**src/rtl/cachePkg.sv**
```systemverilog
`default_nettype none

package cachePkg;

  // data path widths
  localparam int XLEN     = 64;
  localparam int ADDR_W   = 32;

  // line geometry, 4 words of 8 bytes
  localparam int BEATS    = 4;
  localparam int OFFSET_W = 5;

  // one data word
  typedef logic [XLEN-1:0] word_t;

  // byte address
  typedef logic [ADDR_W-1:0] addr_t;

  // word index inside a line, address bits 4:3
  typedef logic [1:0] beat_t;

  // controller states
  typedef enum logic [2:0] {
    IDLE,
    COMPARE,
    LINE_REQ,
    REFILL,
    FILL
  } cacheState_e;

endpackage

`default_nettype wire

```
**src/rtl/tagStore.sv**
```systemverilog
`default_nettype none

module tagStore #(
  parameter int SETS = 64,
  localparam int IDX_W = $clog2(SETS),
  localparam int TAG_W = cachePkg::ADDR_W - cachePkg::OFFSET_W - IDX_W
) (
  input  wire              clk,
  input  wire              rst_n,
  input  wire              lookupEn_i,
  input  wire [IDX_W-1:0]  lookupIndex_i,
  input  wire [TAG_W-1:0]  reqTag_i,
  input  wire              tagWrite_i,
  input  wire              fillWay_i,
  input  wire              lruTouch_i,
  output logic             hit_o,
  output logic             hitWay_o,
  output logic             victimWay_o
);

  logic [TAG_W-1:0]         tagArr [2][SETS];
  logic [1:0][SETS-1:0]     validBits;
  logic [SETS-1:0]          lru;
  logic [TAG_W-1:0]         tagQ [2];
  logic [IDX_W-1:0]         idxQ;
  logic                     valid0;
  logic                     valid1;
  logic                     hit0;
  logic                     hit1;

  // tags read on lookup, written at the end of a refill
  always_ff @(posedge clk) begin
    if (tagWrite_i) begin
      tagArr[fillWay_i][idxQ] <= reqTag_i;
    end
    if (lookupEn_i) begin
      tagQ[0] <= tagArr[0][lookupIndex_i];
      tagQ[1] <= tagArr[1][lookupIndex_i];
    end
  end

  // idxQ stays on the missed set until the fill is done
  always_ff @(posedge clk or negedge rst_n) begin
    if (!rst_n) begin
      idxQ      <= '0;
      validBits <= '0;
      lru       <= '0;
    end else begin
      if (lookupEn_i) begin
        idxQ <= lookupIndex_i;
      end
      if (tagWrite_i) begin
        validBits[fillWay_i][idxQ] <= 1'b1;
        lru[idxQ]                  <= ~fillWay_i;
      end else if (lruTouch_i) begin
        lru[idxQ] <= ~hitWay_o;
      end
    end
  end

  // valid and lru are flops, read live so a touch in the previous cycle is seen
  assign valid0 = validBits[0][idxQ];
  assign valid1 = validBits[1][idxQ];

  assign hit0 = valid0 && (tagQ[0] == reqTag_i);
  assign hit1 = valid1 && (tagQ[1] == reqTag_i);

  assign hit_o    = hit0 || hit1;
  assign hitWay_o = hit1;

  // empty way first, way 0 before way 1
  always_comb begin
    if (!valid0) begin
      victimWay_o = 1'b0;
    end else if (!valid1) begin
      victimWay_o = 1'b1;
    end else begin
      victimWay_o = lru[idxQ];
    end
  end

endmodule

`default_nettype wire

```
**config.mk**
```make
export PLATFORM = sky130hd
export DESIGN_NAME = tagStore
export DESIGN_NICKNAME = d
export VERILOG_FILES = /design/src/rtl/cachePkg.sv /design/src/rtl/tagStore.sv
export SDC_FILE = /design/constraint.sdc
export NUM_CORES = 2
export LEC_CHECK = 0
export BUFFER_PORTS_ARGS = -buffer_cell sky130_fd_sc_hd__buf_2
export CAP_MARGIN = 25
export CELL_PAD_IN_SITES_DETAIL_PLACEMENT = 0
export CELL_PAD_IN_SITES_GLOBAL_PLACEMENT = 2
export CORE_ASPECT_RATIO = 0.75
export CORE_MARGIN = 2
export CORE_UTILIZATION = 25
export CTS_BUF_LIST = sky130_fd_sc_hd__clkbuf_16
export CTS_CLUSTER_DIAMETER = 60
export CTS_CLUSTER_SIZE = 24
export DETAILED_ROUTE_END_ITERATION = 10
export PLACE_DENSITY_LB_ADDON = 0.08
export SLEW_MARGIN = 20
export SYNTH_ARGS = -nofsm -noshare
export SYNTH_HDL_FRONTEND = slang
export SYNTH_SLANG_ARGS = --single-unit
```
**constraint.sdc**
```tcl
create_clock -name clk -period 5.4 [get_ports clk]
set_input_delay 0.54 -clock clk [delete_from_list [all_inputs] [get_ports clk]]
set_output_delay 0.54 -clock clk [all_outputs]
set_load 0.05 [all_outputs]
```
==> results.yml <==
critical_path:
  slowest_stage: "dfrtp_2"
  reg2reg_slack_ps: 1600
  crit_arrival_ps: 4610
  worstReg2RegEnd: "tagArr[1][1053]$_DFFE_PP_"
  r2r_cells: 4
  r2r_start: "idxQ[0]$_DFFE_PN0P_"
  crit_fanout: 28
  start_kind: "register"
  cp_cell_sequence: "nor2b_1 > a22oi_1 > and3_1 > a221oi_1 > and4_1 > o31a_1 > buf_2"
  crit_type: "register to output port"
  cp-end-kind: "output port"
  crit_family: "simple AND/OR/NAND/NOR gates"
  cp_slowest_stage_delay_ps: 760
  path_buf_inv: 1
  cp.required_ps: 4860
global_route:
  antenna_found_initial: 93
  overflow: 0
  grt_first_pass_wirelength_mm: 513.7
  grt_start_max_net_pins: 151
  grt_pass1_vias: 53920
  grt_use_total_pct: 16.64
logic_synthesis:
  async_flop_share_pct: 6.762
  yosysWarnings: 0
  synth_ff_type: "edfxtp_1"
  synth_area_um2: 112600
  synth_edf_count: 2730
  yosysSeqAreaShare_pct: 77.18
  synthCells: 4796
  synth_cell_types: 64
  syn_nets: 4829
  syn_area_per_cell_um2: 23.49
  ys_seq_elements: 2928
min_path:
  worstHoldPathCells: 1
  hold_end: "tagArr[0][404]$_DFFE_PP_"
  min_path_type: "primary input to register"
  min_from: "reqTag_i[5]"
power:
  total_power_mw: 49.83
  ir_worst_vdd_mv: 0.2275
  total_leakage_power_nw: 41.25
  power_density_nw_per_um2: 374.9
die:
  die_w_um: 779.1
  coreArea_um2: 448800
  ios: 36
  rows: 213
  die_area_um2: 456000
  floorplan.initialDensity_pct: 25.10
  die_y_um: 585.3
cts:
  clkTransAtPathRegs_ps: 70
  clockBufferDepth: 4
  cts_tree: "yes"
  clock-sinks: 2928
  h-tree-depth: 5
  cts_buffers: 269
  clock_latency_ps: 950
  root_buffer: "clkbuf_16"
detailed_routing:
  dr_total_vias: 52910
  wire_per_inst_um: 33.61
  route.detailed.drc: 0
  ant_nets: 0
  drt_first_pass_iters: 5
  via_per_inst: 4.626
  drt-total-wl_mm: 384.3
  drtIter0Drc: 5426
sta:
  period_share_pct: 95.33
  holdWs_ps: 107.9
  max_freq_mhz: 194.2
  worst_pin_slew_ps: 1043
  tns_ps: 0
  postLayoutSetupSlackWorst_ps: 252.0
  hold_viol_final: 0
  maxSlewViolCount: 0
  finalSetupViolations: 0
  relSlewSlack_pct: 30.46
  fin_crit_ps: 5148
  rsz0062_at_grt: "no"
  skew_ps: 60.01
finish:
  layout.nets: 5202
  stdcell_count: 11440
  regArea_um2: 86940
  utilization_pct: 29.62
  final_common_cell: "edfxtp_1"
  fin_area_um2: 132900
  drive_gt1_share_pct: 37.27
  layout_common_cells: "edfxtp_1, mux4_2, buf_4, clkbuf_16, dfrtp_1"
  syn2layout_area_growth_pct: 18.01
  multi_input_area_um2: 25480
  nFillCells: 43430
placed_design:
  dp_cells: 10910
  dp_worst_setup_slack_ps: 918.9
  place_congestion: 0.7602
  dp_hpwl_mm: 244.6
  io_buffers: 35
  placed_area_um2: 123500
flow_run:
  drv_cap: 0
status:
  status: "complete, no violations"
state kept, by name (all words and copies together) (netlist names):
| name | cells |
|---|---|
| lru | 64 |
| idxQ | 6 |
| tagArr | 2688 |
| tagQ | 42 |
| validBits | 128 |
power by group:
group	internal (mW)	switching (mW)
Sequential	25.3	0.399
Clock	10.7	9.78
Combinational	1.37	2.28
logic make-up after synthesis:
kind of cell / synth area share [%]
flip-flops: 77.18
multiplexers: 18.22
AND/OR/NAND/NOR: 1.818
XOR/XNOR: 0.3266
AO/OA/AOI/OAI: 1.363
buffers and inverters: 1.090
worst max path at each step:
stage	slack (ps)	endpoint	cells after the start	start
global placement	940	hit_o	7	reqTag_i[3]
CTS	40	hit_o	8	idxQ[2]$_DFFE_PN0P_
floorplan	2300	tagArr[0][1000]$_DFFE_PP_	8	idxQ[0]$_DFFE_PN0P_
detailed placement	920	hit_o	7	reqTag_i[3]
finish	250	victimWay_o	7	idxQ[0]$_DFFE_PN0P_
global route	40	victimWay_o	7	idxQ[0]$_DFFE_PN0P_
cells in the mapped netlist, types with 6 or more instances:
cell / number / area (um2)
edfxtp_1: 2730 / 81980
buf_4: 6 / 45.04
nor3_1: 16 / 80.08
buf_2: 83 / 415.4
mux2i_1: 23 / 230.2
buf_6: 11 / 123.9
o211ai_1: 7 / 52.55
clkbuf_1: 142 / 533.0
mux4_2: 891 / 20070
nand4_1: 7 / 43.79
mux2_2: 18 / 202.7
nor2_1: 151 / 566.8
or2_2: 131 / 819.5
a31oi_1: 59 / 369.1
nand2_1: 47 / 176.4
xnor2_1: 23 / 201.4
buf_1: 21 / 78.83
nand3b_1: 7 / 52.55
nor2b_1: 6 / 37.54
o21ai_0: 8 / 40.04
a21oi_1: 70 / 350.3
dfrtp_1: 198 / 4955
nand3_1: 7 / 35.03
xor2_1: 19 / 166.4
a221o_1: 10 / 100.1
a22oi_1: 13 / 97.59
routing by layer:
layer / vias up / share of wire, % / GRT usage [%]
met1: 29810 / 50 / 26.12
met3: 393 / 5.5 / 3.018
met4: 22 / 2.0 / 3.244
met5: - / 0.034 / 0
met2: 1332 / 42 / 23.96
li1: 21350 / - / -
worst register-to-register path: stages (launching register included):
cell and delay, ps:
dfrtp_2 760, and3b_1 710, nand2_1 740, nor2_4 840
buf_4 440
final cells by class:
| cell class | count | area share, % |
|---|---|---|
| Multi-Input combinational cell | 1601 | 19.17 |
| Inverter | 3 | 0.008472 |
| Antenna cell | 32 | 0.06024 |
| Sequential cell | 2928 | 65.41 |
| Clock inverter | 208 | 1.707 |
| Timing Repair Buffer | 366 | 2.733 |
| Tap cell | 6020 | 5.667 |
| Clock buffer | 279 | 5.252 |
timing repair:
item	CTS	global route
resized for setup	0	0
hold buffers	6	0
hold endpoints to repair	79	0
setup endpoints to repair	0	0
buffers inserted	0	0
Power figures use the tool's default switching activity.
