`config.mk`:
```
export PLATFORM = sky130hd
export DESIGN_NAME = cacheCtrl
export DESIGN_NICKNAME = d
export VERILOG_FILES = /design/src/rtl/cachePkg.sv /design/src/rtl/cacheCtrl.sv
export SDC_FILE = /design/constraint.sdc
export NUM_CORES = 1
export LEC_CHECK = 0
export BUFFER_PORTS_ARGS = -buffer_cell sky130_fd_sc_hd__buf_4
export CAP_MARGIN = 20
export CORE_ASPECT_RATIO = 2
export CORE_UTILIZATION = 46
export CTS_CLUSTER_SIZE = 8
export DETAILED_ROUTE_END_ITERATION = 10
export HOLD_SLACK_MARGIN = 0.08
export PLACE_DENSITY = 0.85
export REMOVE_ABC_BUFFERS = 1
export SYNTH_ARGS = -nofsm -noshare
export SYNTH_HDL_FRONTEND = slang
export SYNTH_SLANG_ARGS = --single-unit
```
`constraint.sdc`:
```
create_clock -name clk -period 3.8 [get_ports clk]
set_input_delay 0.76 -clock clk [delete_from_list [all_inputs] [get_ports clk]]
set_output_delay 0.76 -clock clk [all_outputs]
set_load 0.1 [all_outputs]
```
`src/rtl/cachePkg.sv`:
```
`default_nettype none

package cachePkg;

  // data path widths
  localparam int XLEN     = 64;
  localparam int ADDR_W   = 32;

  // line geometry, 4 words of 8 bytes
  localparam int BEATS    = 4;
  localparam int OFFSET_W = 5;

  // one data word
  typedef logic [XLEN-1:0] word_t;

  // byte address
  typedef logic [ADDR_W-1:0] addr_t;

  // word index inside a line, address bits 4:3
  typedef logic [1:0] beat_t;

  // controller states
  typedef enum logic [2:0] {
    IDLE,
    COMPARE,
    LINE_REQ,
    REFILL,
    FILL
  } cacheState_e;

endpackage

`default_nettype wire

```
`src/rtl/cacheCtrl.sv`:
```
`default_nettype none

module cacheCtrl #(
  parameter int SETS        = 64,
  parameter int MEM_CREDITS = 2,
  localparam int IDX_W = $clog2(SETS),
  localparam int TAG_W = cachePkg::ADDR_W - cachePkg::OFFSET_W - IDX_W
) (
  input  wire                   clk,
  input  wire                   rst_n,
  input  wire                   valid_i,
  input  wire cachePkg::addr_t  addr_i,
  input  wire                   hit_i,
  input  wire                   victimWay_i,
  input  wire                   beatLast_i,
  input  wire                   memCredit_i,
  output logic                  addrOk_o,
  output logic                  dataOk_o,
  output logic                  lookupEn_o,
  output logic [IDX_W-1:0]      lookupIndex_o,
  output logic [TAG_W-1:0]      reqTag_o,
  output cachePkg::beat_t       reqWord_o,
  output logic                  memReq_o,
  output cachePkg::addr_t       memAddr_o,
  output logic                  refillStart_o,
  output logic                  fillEn_o,
  output logic                  fillWay_o,
  output logic                  tagWrite_o,
  output logic                  lruTouch_o,
  output logic                  respFromFill_o
);

  import cachePkg::*;

  localparam int CRED_W = $clog2(MEM_CREDITS + 1);

  cacheState_e       state;
  cacheState_e       stateNext;
  addr_t             reqAddr;
  logic              fillWayQ;
  logic [CRED_W-1:0] credits;
  logic              accept;
  logic              hasCredit;

  // a new load may enter in idle, or behind a hit
  assign addrOk_o  = (state == IDLE) || ((state == COMPARE) && hit_i);
  assign accept    = valid_i && addrOk_o;
  assign hasCredit = (credits != '0);

  // line request goes out straight from compare when a credit is held
  assign memReq_o = hasCredit &&
                    (((state == COMPARE) && !hit_i) || (state == LINE_REQ));

  always_comb begin
    stateNext = state;
    case (state)
      IDLE: begin
        if (valid_i) begin
          stateNext = COMPARE;
        end
      end
      COMPARE: begin
        if (hit_i) begin
          stateNext = valid_i ? COMPARE : IDLE;
        end else begin
          stateNext = memReq_o ? REFILL : LINE_REQ;
        end
      end
      LINE_REQ: begin
        if (memReq_o) begin
          stateNext = REFILL;
        end
      end
      REFILL: begin
        if (beatLast_i) begin
          stateNext = FILL;
        end
      end
      FILL: begin
        stateNext = IDLE;
      end
      default: begin
        stateNext = IDLE;
      end
    endcase
  end

  always_ff @(posedge clk or negedge rst_n) begin
    if (!rst_n) begin
      state    <= IDLE;
      fillWayQ <= 1'b0;
    end else begin
      state <= stateNext;
      // victim is fixed once the miss is seen
      if ((state == COMPARE) && !hit_i) begin
        fillWayQ <= victimWay_i;
      end
    end
  end

  // request address, held until the next acceptance
  always_ff @(posedge clk) begin
    if (accept) begin
      reqAddr <= addr_i;
    end
  end

  // credit count, one spent per line request
  always_ff @(posedge clk or negedge rst_n) begin
    if (!rst_n) begin
      credits <= CRED_W'(MEM_CREDITS);
    end else begin
      case ({memReq_o, memCredit_i})
        2'b10:   credits <= credits - CRED_W'(1);
        2'b01:   credits <= credits + CRED_W'(1);
        default: credits <= credits;
      endcase
    end
  end

  // index and word follow the incoming load while accepting, else the held one
  assign lookupEn_o    = accept;
  assign lookupIndex_o = addrOk_o ? addr_i[OFFSET_W +: IDX_W] : reqAddr[OFFSET_W +: IDX_W];
  assign reqWord_o     = addrOk_o ? addr_i[OFFSET_W-1 -: 2] : reqAddr[OFFSET_W-1 -: 2];
  assign reqTag_o      = reqAddr[ADDR_W-1 -: TAG_W];

  assign memAddr_o     = {reqAddr[ADDR_W-1:OFFSET_W], {OFFSET_W{1'b0}}};
  assign refillStart_o = memReq_o;

  assign fillEn_o       = (state == REFILL);
  assign fillWay_o      = fillWayQ;
  assign tagWrite_o     = (state == FILL);
  assign lruTouch_o     = (state == COMPARE) && hit_i;
  assign respFromFill_o = (state == FILL);

  // hit answers in compare, miss answers in fill
  assign dataOk_o = ((state == COMPARE) && hit_i) || (state == FILL);

endmodule

`default_nettype wire

```
==> metrics.md <==
| Metric | Value |
|---|---|
| Slew Viols, Final | 0 |
| Fin Setup TNS | 0 ps |
| TritonCTS clock tree | done |
| Register area share after synthesis | 0.5615 |
| Total Routing Usage GR | 0.1606 |
| Largest family of logic cells by synthesized area | buffers and inverters |
| Die W | 46.49 um |
| DP Cell Count | roughly 230 |
| Fin worst setup slack | ~1200 ps |
| Clk_skew | roughly 6.3 ps |
| Post-route cell area | roughly 2300 um^2 |
| Cts hold-fix bufs | 0 |
| Mean Syn Cell Area | 13.59 um^2 |
| Synth Register Bits | 35 |
| Initial drt markers | 13 |
| RSZ-0062 raised after global routing | false |
| Worst reg2reg endpoint | credits[1]$_DFFE_PN1P_ |
| Worst r2r src | state[0]$_DFFE_PN0P_ |
| IO Pins | 110 |
| Post-Layout Cell Count | ~240 |
| Shortest period the worst path allows | 2620 ps |
| Hold Path Class | in2async |
| TritonRoute pass-1 iters | 4 |
| Final Hold Viols | 0 |
| Max-cap check violation count | 0 |
| Total global routing overflow | 0 |
| Vias in the first global route | approximately 1100 |
| CP required | 3040 ps |
| Crit path DAT | about 1900 ps |
| CP Launch Type | primary input |
| Initial core utilization | 0.4786 |
| IO buf count | about 100 |
| Post-Route M1 WL | 967 um |
| GPL Wtd Cong | approximately 0.7 |
| Avg Vias per Cell | 4.494 |
| Setup-failing EPs final | 0 |
| H-tree Lvls | 2 |
| Mux cell area share after synthesis | 0.07216 |
| CP Class | in2out |
| Synth Area in XOR/XNOR | 0.01443 |
| CP Capture Type | output pin |
| DR vias | approximately 1100 |
| Routed wire length | approximately 3200 um |
| Area delta synth->final | 26.39% |
| Compound-Gate Fraction of Synth Area | 0.02474 |
| Post-Syn Area | ~1800 um^2 |
| Row Count | 32 |
| Worst reg2reg path depth | 7 |
| Unique cell type count in the Yosys netlist | 30 |
| Yosys warns | 0 |
| Synth Area in Adders | 0.006873 |
| Layout cell share with drive strength beyond 1 | 0.6474 |
| Metal2 WL | around 1900 um |
| Postcts setup bufs | 0 |
| Post-synthesis simple-gate area fraction | 0.06804 |
| DR top layer | met4 |
| Fill count | a little over 300 |
| Fmax | around 380 MHz |
| Clock root buffer | clkbuf_8 |
| Residual DRC | 0 |
| Met3 WL | about 270 um |
| Placed cell area | 2223 um^2 |
| Synth Instances | 134 |
| HPWL Detailed | between 2000 and 3000 um |
| CTS buffer count | 5 |
| Clk_lat worst skew | 280 ps |
| Clock sink count | 35 |
| Setup crit start | hit_i |
| Initial antenna violation count | 0 |
| Antenna viol nets, final | 0 |
| Core box area | 3804 um^2 |
| Wire per inst | 13.33 um |
| Critical Path Fanout Max | 4 |
| Worst-path clk slew | around 70 ps |
| Status | completed |
| Clock Path Buffers | 2 |
| Final worst-path cycle share | 0.6894 |
| DIE HEIGHT | between 90 and 100 um |
| Reg2Reg Setup Slack | a little over 2000 ps |
| DIE AREA | 4229 um^2 |
| Largest net degree at the start of global routing | 30 |
| Diode count | 0 |
| Dpl ws | ~1200 ps |
| # nets final | between 200 and 250 |
| First-pass GRT wire length | between 4000 and 5000 um |
| Resize count post-CTS | 0 |
-- sequential cells by signal, summed over array words and instances (netlist names) --
register	flops
credits	2
fillWay_o	1
reqAddr	29
state	3
-- cells in the final DEF (no fill, tap or decap), types with 2 or more instances in the layout --
| master | n |
|---|---|
| edfxtp_1 | 29 |
| xor2_1 | 2 |
| nor2_1 | 2 |
| buf_4 | 102 |
| conb_1 | 5 |
| mux2_4 | 8 |
| and2_1 | 2 |
| dfrtp_1 | 5 |
| nor3b_1 | 2 |
| nor2_2 | 3 |
| clkbuf_8 | 5 |
| nand2_1 | 3 |
| inv_1 | 3 |
| a21oi_1 | 2 |
-- metrics by stage --
step | hold WS (ps) | util
after global placement | 496.4 | 0.5845
after CTS | 274.7 | 0.6049
after detailed placement | 506.0 | 0.5845
after floorplan | 464.4 | -
after global routing | 273.2 | 0.6049
final | 278.3 | 0.6049
-- worst max-delay path, stage by stage --
cell and delay (ps):
buf_4 130, nor2b_4 120, nand2b_1 110, a211oi_1 370
buf_4 360
-- worst max path at each step --
stage	to	slack, ps	cells past startpoint
after global routing	memReq_o	1120	5
final	memReq_o	1180	5
after global placement	lookupIndex_o[1]	1220	5
after detailed placement	reqWord_o[1]	1210	5
after floorplan	dataOk_o	-2770	2
after CTS	memReq_o	1200	5
-- area by class of cell --
class                   count  area, um^2  area share
clock buffers               5       68.82     0.02991
inverters                   3       11.26    0.004894
flip-flops and latches     35        1022      0.4443
well taps                  51       63.81     0.02773
repair buffers            102       765.7      0.3328
clock inverters             2       8.758    0.003806
multi-input cells          43       360.3      0.1566
-- logic make-up after synthesis --
| kind of cell | Yosys count |
|---|---|
| other | 1 |
| flip-flops | 35 |
| adder cells (fa/ha/maj) | 1 |
| XOR/XNOR | 3 |
| buffers and inverters | 60 |
| AO/OA/AOI/OAI | 6 |
| multiplexers | 9 |
| AND/OR/NAND/NOR | 19 |
-- cells in the mapped netlist --
cell	number	area share
or2b_1	1	0.0041
a211o_1	1	0.0048
edfxtp_1	29	0.48
a221o_1	1	0.0055
nor2_1	3	0.0062
a211oi_1	1	0.0041
mux2_2	1	0.0062
nor3_1	1	0.0027
buf_6	1	0.0062
and3b_1	1	0.0048
inv_1	3	0.0062
nand2b_4	1	0.0076
nor3b_1	2	0.0082
nor2b_4	1	0.0076
nand2_1	3	0.0062
nand2b_1	1	0.0034
xor2_1	2	0.0096
conb_1	1	0.0021
nor2_2	2	0.0069
a2111oi_0	1	0.0048
a21oi_1	2	0.0055
and2_1	2	0.0069
buf_4	55	0.23
dfrtp_1	5	0.069
or2_1	1	0.0034
xnor2_1	1	0.0048
buf_12	1	0.011
mux2_4	8	0.066
dfstp_2	1	0.014
ha_1	1	0.0069
-- per-layer routing --
metal,track usage,vias up
met3,0.04970,6
met1,0.1387,510
li1,-,504
met5,0,-
met4,0.06618,0
met2,0.3009,63
Power is left out: the tool's default activity adds up to more than one toggle a clock period on the data nets, which glitch-free logic cannot reach.
