$ cat config.mk
export PLATFORM = sky130hd
export DESIGN_NAME = refillCounter
export DESIGN_NICKNAME = d
export VERILOG_FILES = /design/src/rtl/cachePkg.sv /design/src/rtl/refillCounter.sv
export SDC_FILE = /design/constraint.sdc
export NUM_CORES = 1
export LEC_CHECK = 0
export BUFFER_PORTS_ARGS = -buffer_cell sky130_fd_sc_hd__buf_2
export CORE_AREA = 4 4 41 43
export DETAILED_ROUTE_END_ITERATION = 10
export DIE_AREA = 0 0 45 47
export GPL_ROUTABILITY_DRIVEN = 0
export SYNTH_ARGS = -nofsm -noshare
export SYNTH_HDL_FRONTEND = slang
export SYNTH_SLANG_ARGS = --single-unit
export TNS_END_PERCENT = 100
$ cat constraint.sdc
create_clock -name clk -period 1.8 [get_ports clk]
set_input_delay 0 -clock clk [delete_from_list [all_inputs] [get_ports clk]]
set_output_delay 0 -clock clk [all_outputs]
set_load 0.03 [all_outputs]
$ cat src/rtl/cachePkg.sv
`default_nettype none

package cachePkg;

  // data path widths
  localparam int XLEN     = 64;
  localparam int ADDR_W   = 32;

  // line geometry, 4 words of 8 bytes
  localparam int BEATS    = 4;
  localparam int OFFSET_W = 5;

  // one data word
  typedef logic [XLEN-1:0] word_t;

  // byte address
  typedef logic [ADDR_W-1:0] addr_t;

  // word index inside a line, address bits 4:3
  typedef logic [1:0] beat_t;

  // controller states
  typedef enum logic [2:0] {
    IDLE,
    COMPARE,
    LINE_REQ,
    REFILL,
    FILL
  } cacheState_e;

endpackage

`default_nettype wire

$ cat src/rtl/refillCounter.sv
`default_nettype none

module refillCounter (
  input  wire                  clk,
  input  wire                  rst_n,
  input  wire                  start_i,
  input  wire                  beatValid_i,
  input  wire cachePkg::beat_t reqWord_i,
  output cachePkg::beat_t      beatIdx_o,
  output logic                 capture_o,
  output logic                 beatLast_o
);

  import cachePkg::*;

  beat_t count;

  // beats arrive in word order, so the count is the word index
  always_ff @(posedge clk or negedge rst_n) begin
    if (!rst_n) begin
      count <= '0;
    end else if (start_i) begin
      count <= '0;
    end else if (beatValid_i) begin
      count <= count + beat_t'(1);
    end
  end

  assign beatIdx_o = count;

  // the beat carrying the word the load asked for
  assign capture_o = beatValid_i && (count == reqWord_i);

  // fourth beat closes the line
  assign beatLast_o = beatValid_i && (count == beat_t'(BEATS - 1));

endmodule

`default_nettype wire

==> results.md, run 1 <==
- Max-cap violations: 0
- IO Pins: 10
- Final Net Count: 34
- Drt drc: 0
- Syn nets: 18
- Synth Warn #: 0
- Most frequent cells after synthesis: xnor2_1, dfrtp_1, nor2_1
- WHS: 80.42 ps
- Gate Count Post-Synth: 11
- Largest net degree at the start of global routing: 5
- First-pass GRT wire length: 524 µm
- Syn avg cell area: 10.81 µm²
- Mux share of post-synthesis cell area: 8.421%
- Crit end category: output pin
- GRT Total Usage: 4.344%
- Post_cts resized: 0
- Synth Area in XOR/XNOR: 22.11%
- Worst Tran Pin Value: 149.8 ps
- Pre-CTS WS: 739.2 ps
- Final worst slack: 640.9 ps
- CTS max path bufs: 2
- N_diodes: 0
- Hold Crit Class: input port to flip-flop
- P_leak: 0.1222 nW
- PD cells: 906.1 nW/µm²
- DR WL/cell: 7.950 µm
- Synth top area cells: dfrtp_1, xnor2_1, ha_1, mux2i_1, nor2_1
- Unique cell type count in the Yosys netlist: 7
- Final hold violations: 0
- Die width: 45 µm
- Post-synth top area share: 42.11%
- Run status: complete, no violations
- Slew Limit Fails: 0
- Root buffer cell: clkbuf_4
- Ratio of cells with drive above 1 in the final layout: 48.00%
- Drt pass-1 iters: 1
- Synth Area in Adders: 10.53%
- CTS Buf Count: 3
- Max FFs per register: 2
- Vias/cell: 3.300
- Vias in the first global route: 144
- EDFF count, synth: 0
- WP data required: 1800 ps
- Fillers: 156
- Min Tclk post-route: 1159 ps
- Max Clk Rate: 0.8627 GHz
- Die H: 47 µm
- DR iter-0 viols: 0
- Placement row count: 13
- Peak VDD IR: 0.1462 mV
- Part of the Yosys area used for sequential elements: 42.11%
- Critical path peak fanout: 4
- Worst EP arrival: 1160 ps
- Complex-gate fraction of the synthesized area: 0%
- TritonCTS clock tree: built
- Rel. slew slack: 89.73%
- Top FF cell, synth: dfrtp_1
- Final setup TNS: 0 ps
- Worst-Skew Late Latency: 230 ps
- Largest family of logic cells by synthesized area: XOR/XNOR gates
- RSZ-0062 raised after global routing: no
- Synthesized flop and latch total: 2
- CTS H-tree depth: 1
- Post-Synth Simple-Gate Area: 16.84%
- Total power: 0.0002041 W
- Final Cycle Share: 64.40%
- Area grow syn2layout: 89.47%
- Final Non-Filler Cells: 40
- Worst Skew: 3.349 ps
- Buffers on Ports: 9
- Dpl cells: 35
- Post-route ant nets: 0
- Initial core utilization: 9.135%
- Core ar.: 1301 µm²
- Post-Route WL: 318 µm
- Initial antenna violation count: 0
- FFs w/ async S/R, synth: 100.0%
- Mapped cell area: 118.9 µm²
- Vias: 132
- Grt total ovfl: 0
- Final setup fails: 0
- Crit path kind: flip-flop to output pin
- Post-CTS setup buffers: 0
- Startpoint types: flip-flop
- Die Area: 2115 µm²
- Area leader, netlist: dfrtp_1
- Clock transition at the registers of the reported paths: 30 ps
- CTS sink cnt: 2
- Most common cell in the netlist: xnor2_1
==> layout make-up <==
class / count / area, µm² / area share [%]
timing repair buffer: 11 / 65.06 / 28.89
clock buffer: 3 / 22.52 / 10.00
sequential: 2 / 50.05 / 22.22
multi-input combinational: 9 / 68.82 / 30.56
tap: 15 / 18.77 / 8.333
==> critical path, cell delays in order (launching register included) <==
cell and delay (ps):
dfrtp_1 410, ha_1 210, and2_1 140, buf_2 170
==> layout by cell type, fill, tap and decap left out <==
master / instances
clkbuf_4: 3
dlygate4sd3_1: 2
and3_1: 1
ha_1: 1
and2_1: 1
nor2_1: 2
mux2i_1: 1
xnor2_1: 3
buf_2: 9
dfrtp_1: 2
==> path summary, 6_finish.rpt <==
| kind | slack [ps] | cells after the start | startpoint | end |
|---|---|---|---|---|
| max | 640 | 3 | beatIdx_o[0] | beatLast_o |
| min | 80 | 3 | beatValid_i | beatIdx_o[0] |
| max reg2reg | 740 | 3 | beatIdx_o[0] | beatIdx_o[1] |
| min reg2reg | 620 | 2 | beatIdx_o[1] | beatIdx_o[1] |
| max in group asynchronous | 1620 | 2 | rst_n | beatIdx_o[1] |
| min in group asynchronous | 90 | 2 | rst_n | beatIdx_o[0] |
==> power breakdown <==
part	switching, W	internal (W)
clock network	0.0000276	0.0000737
logic	0.0000260	0.0000219
registers	0.00000531	0.0000495
==> layer usage <==
layer,track usage (%),up-vias,wire length [µm]
met4,8.772,0,15
li1,-,64,-
met2,5.085,12,106
met1,3.409,54,124
met5,0,-,0
met3,2.682,2,72
==> metrics by stage <==
step / instance area [µm²] / utilization, %
after CTS: 225.2 / 17.31
after global routing: 225.2 / 17.31
after global placement: 182.7 / 14.04
after detailed placement: 182.7 / 14.04
after floorplan: 118.9 / -
final: 225.2 / 17.31
==> logic make-up (layout without fill, tap and decap cells) <==
family | Yosys count | count (layout)
flip-flops | 2 | 2
AND/OR/NAND/NOR | 4 | 4
multiplexers | 1 | 1
buffers and inverters | 0 | 14
XOR/XNOR | 3 | 3
adder cells (fa/ha/maj) | 1 | 1
==> timing repair <==
action,CTS,global route
hold buffers,2,0
endpoints found under the setup margin,0,0
endpoints found under the hold margin,4,0
(Power assumes the default switching activity.)
==> inputs of run 2 (changes only) <==
Clock period 1.8 ns to 1.2 ns, I/O delays scaled along.
==> run 2 against run 1 <==
- count of clock-buffer cells in the layout did not move
- flip-flop and latch count did not move
- clock power rose by 48%
- wire length fell by 3.8%
- first-iteration DRC count rose by 4
- core utilization rose by 0.58 points
- worst setup slack got worse by 590 ps
- final cell count did not move
- via count rose by 1.5%
- design area rose by 3.3%
- total power rose by 50%
- critical path type unchanged
- critical endpoint unchanged
==> results.md, run 2 (same netlist as run 1, synthesis figures left out) <==
- Run status: complete, no violations
- Rel. slew slack: 90.21% (+0.48 points)
- Slew Limit Fails: 0 (unchanged)
- Fillers: 150 (-3.8%)
- Post-CTS setup buffers: 0 (unchanged)
- Placement row count: 13 (unchanged)
- Core ar.: 1301 µm² (unchanged)
- Crit end category: output pin
- Drt pass-1 iters: 2 (+1)
- CTS H-tree depth: 1 (unchanged)
- Startpoint types: flip-flop
- Grt total ovfl: 0 (unchanged)
- Final core utilization: 17.88% (+0.58 points)
- TritonCTS clock tree: built
- Worst Skew: 1.807 ps (-1.542 ps)
- Die width: 45 µm (unchanged)
- Final setup fails: 0 (unchanged)
- Reg-to-Reg End: beatIdx_o[1]
- Area grow syn2layout: 95.79%
- WP data required: 1200 ps (-600 ps)
- Ratio of cells with drive above 1 in the final layout: 52.00% (+4.0 points)
- Crit path kind: flip-flop to output pin
- DR iter-0 viols: 4 (+4)
- Worst EP arrival: 1150 ps (about the same)
- PD cells: 1314 nW/µm² (+45%)
- Max FFs per register: 2 (unchanged)
- CTS sink cnt: 2 (unchanged)
- Vias in the first global route: 137 (-4.9%)
- Largest net degree at the start of global routing: 5 (unchanged)
- Area after DPL: 182.7 µm² (unchanged)
- N_diodes: 0 (unchanged)
- Worst setup path start: beatIdx_o[0]
- Max-cap violations: 0 (unchanged)
- GRT Total Usage: 3.874% (-0.47 points)
- Vias/cell: 3.350 (+1.5%)
- Commonest cells after routing, fill and taps aside: buf_2, clkbuf_4, xnor2_1
- Worst Tran Pin Value: 142.8 ps (-6.957 ps)
- Vias: 134 (+1.5%)
- Drt drc: 0 (unchanged)
- Max Clk Rate: 0.8699 GHz
- Post-Route WL: 306 µm (-3.8%)
- Dpl cells: 35 (unchanged)
- Final Net Count: 34 (unchanged)
- CTS max path bufs: 2 (unchanged)
- FF-to-FF setup slack: 170 ps (-570 ps)
- Peak VDD IR: 0.2034 mV (+39%)
- Root buffer cell: clkbuf_4
- DR WL/cell: 7.650 µm (-3.8%)
- Buffers on Ports: 9 (unchanged)
- Initial core utilization: 9.135% (unchanged)
- CTS Buf Count: 3 (unchanged)
- Hold Crit Class: input port to asynchronous set/reset pin
- Cell area after layout: 232.7 µm² (+3.3%)
- Worst Reg-to-Reg Cells: 3 (unchanged)
- First-pass GRT wire length: 455 µm (-13%)
- Final Non-Filler Cells: 40 (unchanged)
- Final hold violations: 0 (unchanged)
- Most common cell after layout, fill and taps aside: buf_2
- Worst-Skew Late Latency: 230 ps (about the same)
- Reg2Reg Launch Point: beatIdx_o[0]
- P_leak: 0.1186 nW (-2.9%)
- Die H: 47 µm (unchanged)
- Min Tclk post-route: 1150 ps
- IO Pins: 10 (unchanged)
- Post-route ant nets: 0 (unchanged)
- Initial antenna violation count: 0 (unchanged)
- Final Cycle Share: 95.79%
- Critical path peak fanout: 4 (unchanged)
- Clock transition at the registers of the reported paths: 30 ps (about the same)
- Die Area: 2115 µm² (unchanged)
-- run 2: changes by cell type in the layout (fill, tap and decap cells not counted), sizes merged --
cell    previous run  this run
clkbuf             3         5
buf                9         7
-- run 2: metrics by stage --
step / power (W) / hold WS (ps) / TNS (ps) / setup WS (ps)
finish: 0.0003057 / 87.35 / 0 / 50.50
global route: 0.0003236 / 88.54 / -0.5916 / -0.5916
CTS: 0.0003146 / 76.48 / 0 / 22.87
detailed placement: 0.0001504 / -211.9 / 0 / 161.1
global placement: 0.0001485 / -214.0 / 0 / 180.9
floorplan: 0.0001250 / -295.6 / 0 / 75.86
-- run 2: report_power, final --
group / internal, W / leakage (nW) / switching (W) / total, W
sequential: 0.0000743 / 0.0264 / 0.00000838 / 0.0000827
combinational: 0.0000349 / 0.0784 / 0.0000390 / 0.0000739
clock: 0.000110 / 0.0138 / 0.0000388 / 0.000149
-- run 2: area by class of cell --
| type | count | area (µm²) | share of cell area (%) |
|---|---|---|---|
| well taps | 15 | 18.77 | 8.065 |
| flip-flops and latches | 2 | 50.05 | 21.51 |
| clock buffers | 3 | 22.52 | 9.677 |
| multi-input cells | 9 | 71.32 | 30.65 |
| repair buffers | 11 | 70.07 | 30.11 |
-- run 2: worst max-delay path by stage --
stage / end / slack (ps) / cells after the start
final: beatLast_o / 50 / 3
after global placement: beatIdx_o[1] / 180 / 3
after detailed placement: beatIdx_o[1] / 160 / 3
after global routing: capture_o / -0.6 / 3
after floorplan: beatIdx_o[1] / 80 / 3
after CTS: beatLast_o / 20 / 3
-- run 2: metal layers --
metal	track usage [%]	vias up	routed length (µm)	part of all wire [%]
met1	2.506	54	123	40
met2	4.802	12	106	35
met4	8.772	0	17	5.6
met3	2.299	2	58	19
met5	0	-	0	0
li1	-	66	-	-
-- run 2: critical path: stages, from the launching register on --
cell and delay (ps):
dfrtp_1 420, ha_2 190, and2_1 140, clkbuf_4 170
-- run 2: repair_timing --
item	in CTS	in global routing
hold buffers	2	0
endpoints found under the setup margin	0	2
gates resized for setup	0	3
endpoints found under the hold margin	4	0
==> inputs of run 3 (changes only) <==
Settings changed: SETUP_SLACK_MARGIN set to 0.1.
==> run 3 against run 2 <==
- design area increased by 8.6%
- final cell count unchanged
- global-route usage decreased by 0.079 points
- total power increased by 2.5%
- count of clock-buffer cells in the layout unchanged
- sequential power increased by 3.0%
- worst setup slack improved by 47 ps
- critical path depth unchanged
- critical endpoint is now capture_o
==> results.md, run 3 (same netlist as run 1, synthesis figures left out) <==
- Initial core utilization: 9.135% (unchanged)
- Worst setup path start: beatIdx_o[0]
- Area after DPL: 185.2 µm² (+1.4%)
- Commonest cells after routing, fill and taps aside: buf_2, clkbuf_4
- Die Area: 2115 µm² (unchanged)
- Ratio of cells with drive above 1 in the final layout: 68.00% (+16 points)
- Dpl cells: 35 (unchanged)
- Final hold violations: 0 (unchanged)
- Fillers: 157 (+4.7%)
- Post-Route WL: 319 µm (+4.2%)
- Min Tclk post-route: 1102 ps (-47.34 ps)
- Grt total ovfl: 0 (unchanged)
- WP data required: 1200 ps (about the same)
- GRT Total Usage: 3.794% (-0.079 points)
- Comb pwr share: 26.2% (+2.0 points)
- Cell area after layout: 252.7 µm² (+8.6%)
- CTS Buf Count: 3 (unchanged)
- Reg-to-Reg End: beatIdx_o[1]
- Reg2Reg Launch Point: beatIdx_o[1]
- Final setup fails: 0 (unchanged)
- Run status: complete, no violations
- P_leak: 0.1247 nW (+5.2%)
- Clock transition at the registers of the reported paths: 30 ps (about the same)
- Final Cycle Share: 91.85% (-3.9 points)
- DR iter-0 viols: 3 (-1)
- Crit end category: output pin
- N_diodes: 0 (unchanged)
- CTS max path bufs: 2 (unchanged)
- First-pass GRT wire length: 476 µm (+4.6%)
- Most common cell after layout, fill and taps aside: buf_2
- FF-to-FF setup slack: 200 ps (+30 ps)
- Startpoint types: flip-flop
- TritonCTS clock tree: built
- Max FFs per register: 2 (unchanged)
- Worst-Skew Late Latency: 220 ps (about the same)
- Crit path kind: flip-flop to output pin
- Worst Reg-to-Reg Cells: 3 (unchanged)
- Hold Crit Class: input port to asynchronous set/reset pin
- Vias/cell: 3.175 (-5.2%)
- Core ar.: 1301 µm² (unchanged)
- Internal power: 0.0002265 W (+3.2%)
- Worst Skew: 3.348 ps (+1.541 ps)
- RSZ-0062 raised after global routing: yes
- PD cells: 1240 nW/µm² (-5.6%)
- Switching share of power: 27.71% (-0.49 points)
- Die H: 47 µm (unchanged)
- Die width: 45 µm (unchanged)
- Clock share of power: 46.6% (-2.2 points)
- Initial antenna violation count: 0 (unchanged)
- Largest net degree at the start of global routing: 5 (unchanged)
- CTS H-tree depth: 1 (unchanged)
- Drt pass-1 iters: 2 (unchanged)
- Final Non-Filler Cells: 40 (unchanged)
- CP endpoint: capture_o
- Slowest stage cell, crit path: dfrtp_2
- Cells along the critical path: xnor2_2 -> and3_1 -> buf_6
- Placement row count: 13 (unchanged)
- Critical path peak fanout: 4 (unchanged)
- Drt drc: 0 (unchanged)
- Peak VDD IR: 0.4091 mV (+100%)
- Slowest stage delay, CP: 430 ps (about the same)
- Rel. slew slack: 91.22% (+1.0 points)
- Buffers on Ports: 9 (unchanged)
- Max-cap violations: 0 (unchanged)
- Vias: 127 (-5.2%)
- Vias in the first global route: 126 (-8.0%)
- CTS sink cnt: 2 (unchanged)
- DR WL/cell: 7.975 µm (+4.2%)
- Register share of total power: 27.2% (+0.2 points)
- Worst EP arrival: 1100 ps (-50 ps)
- Slew Limit Fails: 0 (unchanged)
- IO Pins: 10 (unchanged)
- Worst Tran Pin Value: 128.0 ps (-14.82 ps)
- Net Sw Power: 0.00008685 W (+0.72%)
- Post-route ant nets: 0 (unchanged)
- Area grow syn2layout: 112.6%
- Root buffer cell: clkbuf_4
- Final setup TNS: 0 ps (unchanged)
- Final Net Count: 34 (unchanged)
- Max Clk Rate: 0.9073 GHz (+4.3%)
- Final core utilization: 19.42% (+1.5 points)
-- run 3: layout make-up --
cell class	count	area, µm²	share of cell area [%]
sequential	2	52.55	20.79
timing repair buffer	11	77.57	30.69
clock buffer	3	22.52	8.911
tap	15	18.77	7.426
multi-input combinational	9	81.33	32.18
-- run 3: stage by stage --
stage	hold WS [ps]	power (W)	setup slack, ps
finish	86.96	0.0003134	97.84
global route	87.84	0.0003336	50.41
CTS	81.76	0.0003174	107.8
detailed placement	-209.8	0.0001511	175.7
global placement	-212.1	0.0001507	186.8
floorplan	-295.6	0.0001265	134.3
-- run 3: what timing repair did --
action,in CTS,in global routing
setup buffers,0,0
gates resized for setup,6,1
setup endpoints to repair,2,2
hold buffers,2,0
pin swaps,3,2
endpoints found under the hold margin,4,0
-- run 3: worst max-delay path: cells and delay by family (launching register included) --
kind	cells	cell delay (ps)
flip-flops	1	430
buffers and inverters	1	140
XOR/XNOR	1	140
AND/OR/NAND/NOR	1	170
-- run 3: how the worst min path moves through the flow --
stage | end | slack, ps | cells past startpoint | startpoint
after global placement | beatIdx_o[1] | -210 | 1 | rst_n
after floorplan | beatIdx_o[0] | -300 | 0 | rst_n
after global routing | beatIdx_o[0] | 90 | 2 | rst_n
after detailed placement | beatIdx_o[1] | -210 | 1 | rst_n
after CTS | beatIdx_o[0] | 80 | 2 | rst_n
final | beatIdx_o[0] | 90 | 2 | rst_n
-- run 3: power by group through the flow --
stage / clock, W / combinational, W / sequential [W]
6_report: 0.000146 / 0.0000820 / 0.0000852
5_1_grt: 0.000159 / 0.0000882 / 0.0000864
4_1_cts: 0.000156 / 0.0000775 / 0.0000841
3_5_place_dp: 0 / 0.0000664 / 0.0000846
3_3_place_gp: 0 / 0.0000670 / 0.0000837
2_1_floorplan: 0 / 0.0000299 / 0.0000966
-- run 3: routing by layer --
metal  part of all wire, %  global-route usage [%]  vias to the layer above
met5                     0                       0                        -
met4                     0                   3.509                        0
met3                    18                   4.598                        0
met2                    37                   3.955                       12
met1                    44                   3.645                       51
li1                      -                       -                       64
